==> config.mk <==
export PLATFORM = sky130hd
export DESIGN_NAME = cache_fill_ctrl
export DESIGN_NICKNAME = d
export VERILOG_FILES = /design/src/cache_pkg.sv /design/src/cache_fill_ctrl.sv
export SDC_FILE = /design/constraint.sdc
export NUM_CORES = 1
export LEC_CHECK = 0
export BUFFER_PORTS_ARGS = -buffer_cell sky130_fd_sc_hd__buf_2
export CORE_MARGIN = 2
export CORE_UTILIZATION = 39
export DETAILED_ROUTE_END_ITERATION = 8
export GPL_TIMING_DRIVEN = 0
export PLACE_DENSITY = 0.86
export SETUP_SLACK_MARGIN = 0.3
export SLEW_MARGIN = 20
export SYNTH_ARGS = -nofsm -noshare
export SYNTH_HDL_FRONTEND = slang
export SYNTH_SLANG_ARGS = --single-unit
==> constraint.sdc <==
create_clock -name clk -period 2.9 [get_ports clk]
set_input_delay 0.145 -clock clk [delete_from_list [all_inputs] [get_ports clk]]
set_output_delay 0.145 -clock clk [all_outputs]
set_load 0.02 [all_outputs]
==> src/cache_pkg.sv <==
`default_nettype none

package cache_pkg;

    // Cache geometry
    localparam int WORDS_PER_BLOCK = 8;

    ////////////////////
    // Address word
    ////////////////////

    // 6-bit tag, 64 lines, 8 words per block, byte select in bit 0
    typedef struct packed {
        logic [5:0] tag;
        logic [5:0] index;
        logic [2:0] word;
        logic       byte_off;
    } cache_addr_fields_t;

    typedef union packed {
        logic [15:0]        raw;
        cache_addr_fields_t f;
    } cache_addr_t;

    ////////////////////
    // Memory port
    ////////////////////

    typedef struct packed {
        logic        en;
        logic        we;
        logic [15:0] addr;
        logic [15:0] wdata;
    } mem_req_t;

    typedef struct packed {
        logic        valid;
        logic [15:0] data;
    } mem_rsp_t;

    // One word of a block fill into a cache
    typedef struct packed {
        logic        data_we;
        logic        meta_we;
        logic [2:0]  word;
        logic [15:0] data;
    } fill_wr_t;

endpackage

`default_nettype wire
==> src/cache_fill_ctrl.sv <==
`timescale 1ns/1ps
`default_nettype none

module cache_fill_ctrl import cache_pkg::*; (
    input  wire logic        clk,
    input  wire logic        rst_n,
    input  wire logic        i_miss,
    input  wire logic        d_miss,
    input  cache_addr_t      i_miss_addr,
    input  cache_addr_t      d_miss_addr,
    input  wire logic        wt_valid,
    input  cache_addr_t      wt_addr,
    input  wire logic [15:0] wt_data,
    output mem_req_t         mem_req,
    input  mem_rsp_t         mem_rsp,
    output fill_wr_t         i_fill,
    output fill_wr_t         d_fill,
    output logic             stall,
    output logic             idle
);

    localparam logic [1:0] IDLE   = 2'b00;
    localparam logic [1:0] WAIT_I = 2'b01;
    localparam logic [1:0] WAIT_D = 2'b10;

    logic [1:0]  state;
    logic [1:0]  state_nxt;
    logic        start_fill;
    cache_addr_t blk_nxt;
    cache_addr_t miss_blk;
    cache_addr_t rd_addr;
    logic [3:0]  req_cnt;
    logic [2:0]  fill_cnt;
    logic        in_wait;
    logic        req_issue;
    logic        last_rsp;
    fill_wr_t    fill;

    assign in_wait   = (state == WAIT_I) || (state == WAIT_D);
    // Requests stop once the whole block has been asked for
    assign req_issue = in_wait && (req_cnt < 4'(WORDS_PER_BLOCK));
    assign last_rsp  = in_wait && mem_rsp.valid && (fill_cnt == 3'(WORDS_PER_BLOCK - 1));

    ////////////////////
    // FSM
    ////////////////////

    // Instruction miss wins, a pending data miss follows the instruction fill
    always_comb begin
        state_nxt  = state;
        start_fill = 1'b0;
        blk_nxt    = d_miss_addr;
        case (state)
            IDLE: begin
                if (i_miss) begin
                    state_nxt  = WAIT_I;
                    start_fill = 1'b1;
                    blk_nxt    = i_miss_addr;
                end else if (d_miss) begin
                    state_nxt  = WAIT_D;
                    start_fill = 1'b1;
                end
            end
            WAIT_I: begin
                if (last_rsp) begin
                    state_nxt  = d_miss ? WAIT_D : IDLE;
                    start_fill = d_miss;
                end
            end
            default: begin
                if (last_rsp) begin
                    state_nxt = IDLE;
                end
            end
        endcase
    end

    always_ff @(posedge clk or negedge rst_n) begin
        if (!rst_n) begin
            state    <= IDLE;
            req_cnt  <= '0;
            fill_cnt <= '0;
        end else begin
            state <= state_nxt;
            if (start_fill) begin
                req_cnt  <= '0;
                fill_cnt <= '0;
            end else begin
                if (req_issue) begin
                    req_cnt <= req_cnt + 4'd1;
                end
                if (in_wait && mem_rsp.valid) begin
                    fill_cnt <= fill_cnt + 3'd1;
                end
            end
        end
    end

    // Block address of the miss being served
    always_ff @(posedge clk) begin
        if (start_fill) begin
            miss_blk <= blk_nxt;
        end
    end

    ////////////////////
    // Memory request
    ////////////////////

    always_comb begin
        rd_addr            = miss_blk;
        rd_addr.f.word     = req_cnt[2:0];
        rd_addr.f.byte_off = 1'b0;
    end

    // Write-through hits only reach memory from IDLE
    always_comb begin
        if (state == IDLE) begin
            mem_req = '{en: wt_valid, we: 1'b1, addr: wt_addr.raw, wdata: wt_data};
        end else begin
            mem_req = '{en: req_issue, we: 1'b0, addr: rd_addr.raw, wdata: 16'h0000};
        end
    end

    ////////////////////
    // Fill routing
    ////////////////////

    assign fill = '{data_we: in_wait && mem_rsp.valid, meta_we: last_rsp,
                    word: fill_cnt, data: mem_rsp.data};

    assign i_fill = (state == WAIT_I) ? fill : '0;
    assign d_fill = (state == WAIT_D) ? fill : '0;

    assign stall = in_wait || i_miss || d_miss;
    assign idle  = (state == IDLE);

    // Only one cache is filled at a time
    a_one_fill: assert property (@(posedge clk) disable iff (!rst_n)
        !(i_fill.data_we && d_fill.data_we));

    // Memory returns only belong to a block fill
    a_rsp_in_fill: assert property (@(posedge clk) disable iff (!rst_n)
        mem_rsp.valid |-> (state != IDLE));

endmodule

`default_nettype wire

==> impl_metrics.csv <==
group,metric,value,unit
critical_path,slowest_stage,"o21ai_2",
critical_path,timing.rr.start,"state[1]",
synthesis,ys_top_cells_by_area,"edfxtp_1, and2_1, dfrtp_1, mux2_2, mux2_4",
cells_and_area,syn2layout_area_growth,53.44,%
route,drt_wl_total,4768,µm
die,die_x,69.52,µm
route,ant_nets,0,
critical_path,arrival,2050,ps
critical_path,critPathMaxFanout,19,
worst_hold_path,holdPathEnd,"miss_blk[14]",
route,drt_iter0_drc,41,
die,io_pins,164,
run_status,status,"finished clean",
route,drcViolationCount,0,
synthesis,yosys.area.top_type,"edfxtp_1",
route,viasPerCell,4.593,
worst_hold_path,hold_class,"primary input to flop",
global_routing,antenna_found_initial,0,
power_and_ir_drop,p_per_area,223.3,nW/µm²
power_and_ir_drop,power,573.5,µW
worst_hold_path,hold_depth,2,
synthesis,ys_types,29,
global_routing,grtUsageTotal,0.1868,
power_and_ir_drop,combPwrFrac,0.126,
synthesis,synth_seq_cells,21,
sta,drv_slew,0,
power_and_ir_drop,power.internal,459.6,µW
critical_path,worstSetupEndpointType,"flop",
route,post_drt_wl_per_cell,12.68,µm
cells_and_area,regArea,585.6,µm²
placement,dpl-instance-area,2512,µm²
critical_path,timing.rr.end,"miss_blk[10]",
cts,hold_buffers,1,
die,core-area,4058,µm²
placement,io_buffers,155,
cells_and_area,fin_nets,419,
cells_and_area,drive_above_1_share,0.5951,
synthesis,ys_top_cells_by_count,"and2_1, mux2_2, edfxtp_1, mux2_4, dfrtp_1",
cts,cts_setup_buffers,0,
sta,fmaxAchievable,463.2,MHz
sta,finalCriticalPeriod,2159,ps
sta,slew_headroom,0.4151,
sta,worst_slack,740.9,ps
cts,clk-insertion-delay-late,260,ps
cts,clockBufferDepth,2,
power_and_ir_drop,clkPwrFrac,0.323,
sta,final.period_utilization,0.7445,
synthesis,synthArstFlopShare,0.4286,
sta,worstMarginPinSlew,877.3,ps
power_and_ir_drop,netSwitchingPower,113.9,µW
die,std_cell_rows,23,
global_routing,grt_max_degree,20,
worst_hold_path,holdCritStartpoint,"d_miss_addr[14]",
power_and_ir_drop,ir_worst_vdd,0.0002679,V
power_and_ir_drop,p_leak,1.459,nW
sta,fin_tns_setup,0,ps
synthesis,syn_nets,258,
synthesis,synth_edf_count,12,
cts,post_cts_resize_count,0,
die,die_h,69.52,µm
job,maxCapViolCount,0,
cts,cts_root_buf,"clkbuf_8",
synthesis,syn_inst,166,
critical_path,worstSetupStartpoint,"state[1]",
synthesis,syn_area,1674,µm²
die,die-area,4832,µm²
synthesis,synth_ff_type,"edfxtp_1",
cells_and_area,diodes,0,
cells_and_area,fin_cells,376,
sta,rsz0062_at_grt,"false",
synthesis,ys_seq_area_frac,0.3498,
critical_path,critPathKind,"flop to flop",
synthesis,yosysWarnings,0,
critical_path,r2r_slack,740,ps
global_routing,grt-ovfl-total,0,
cells_and_area,final_util,0.6331,
cells_and_area,final_cell_area,2569,µm²
placement,finalWeightedCongestion,0.7949,
power_and_ir_drop,seq_power_share,0.551,
critical_path,startpoint_type,"flop",
cts,cts_sinks,21,
sta,fin_skew,9.579,ps
cts,numCtsBuffers,3,
global_routing,grt_first_pass_wirelength,7472,µm
global_routing,grt_pass1_vias,1597,
critical_path,crit_chain,"inv_1 -> ha_1 -> buf_6 -> nand3_1 -> o21ai_2",
die,start_util,0.4126,
power_and_ir_drop,switching_share,0.1987,
synthesis,synth_area_per_cell,10.08,µm²
route,vias,1727,
cts,path_clk_slew,80,ps
critical_path,cp.required,2790,ps
cts,h-tree-depth,1,
placement,post-place-ws,738.9,ps
synthesis,yosysMostFrequentCell,"and2_1",
placement,place_inst,371,
route,drt_pass1_iterations,4,
critical_path,slowest_delay,740,ps
cells_and_area,multi_input_area,1013,µm²
sta,hold_viol,0,
sta,setup_viol,0,
cells_and_area,nFillCells,364,
sta,worst_hold_slack,183.7,ps
cts,cts_tree,"done",
synthesis,yosys.area.top_type_share,0.2152,
critical_path,r2r_cells,5,
placement,dpl.hpwl,4112,µm
-- cell type report --
| class | count | share of cell area |
|---|---|---|
| flip-flops and latches | 21 | 0.2280 |
| multi-input cells | 131 | 0.3945 |
| repair buffers | 156 | 0.3059 |
| plain buffers | 11 | 0.02484 |
| well taps | 50 | 0.02435 |
| clock buffers | 3 | 0.01607 |
| clock inverters | 1 | 0.001948 |
| inverters | 3 | 0.004384 |
-- worst max path at each step --
stage / to / slack (ps) / cells past startpoint
after floorplan: miss_blk[10] / 1050 / 5
after global placement: miss_blk[10] / 790 / 5
after detailed placement: miss_blk[10] / 740 / 5
after CTS: miss_blk[10] / 740 / 5
after global routing: miss_blk[14] / 600 / 5
final: miss_blk[10] / 740 / 5
-- critical path: cells and delay by family, from the launching register on --
kind | cells | cell delay, ps
AO/OA/AOI/OAI | 1 | 740
adder cells (fa/ha/maj) | 1 | 290
buffers and inverters | 2 | 220
flip-flops | 1 | 410
AND/OR/NAND/NOR | 1 | 140
-- per-layer routing --
layer | wire, µm | part of all wire | global-route usage
met2 | 2668 | 0.56 | 0.3611
met1 | 1727 | 0.36 | 0.2143
met3 | 345 | 0.072 | 0.03198
met5 | 0 | 0 | 0
met4 | 27 | 0.0057 | 0.03486
-- cell families after synthesis --
| family | count (synthesis) | share of synthesized area |
|---|---|---|
| XOR/XNOR | 3 | 0.01570 |
| multiplexers | 28 | 0.2100 |
| flip-flops | 21 | 0.3498 |
| adder cells (fa/ha/maj) | 6 | 0.04484 |
| AND/OR/NAND/NOR | 85 | 0.2997 |
| AO/OA/AOI/OAI | 9 | 0.03513 |
| buffers and inverters | 14 | 0.04484 |
-- registers in the layout, summed over array words and instances (netlist names) --
name      cells
req_cnt       4
state         2
miss_blk     12
fill_cnt      3
-- layout by cell type, fill, tap and decap left out, drive strengths merged, types with 3 or more instances in the layout --
master    n
edfxtp   12
ha        6
dfrtp     9
xor2      3
nand3     6
and2     57
o21ai     4
inv       3
nand2     6
clkbuf    8
nor2      6
mux2     27
buf     161
-- power by group through the flow --
stage	clock network [mW]	registers (mW)	logic (mW)
after floorplan	0	0.322	0.0138
after global routing	0.202	0.316	0.0803
final	0.185	0.316	0.0723
after global placement	0	0.322	0.0678
after detailed placement	0	0.322	0.0723
after CTS	0.189	0.316	0.0733
(Power assumes the default switching activity.)
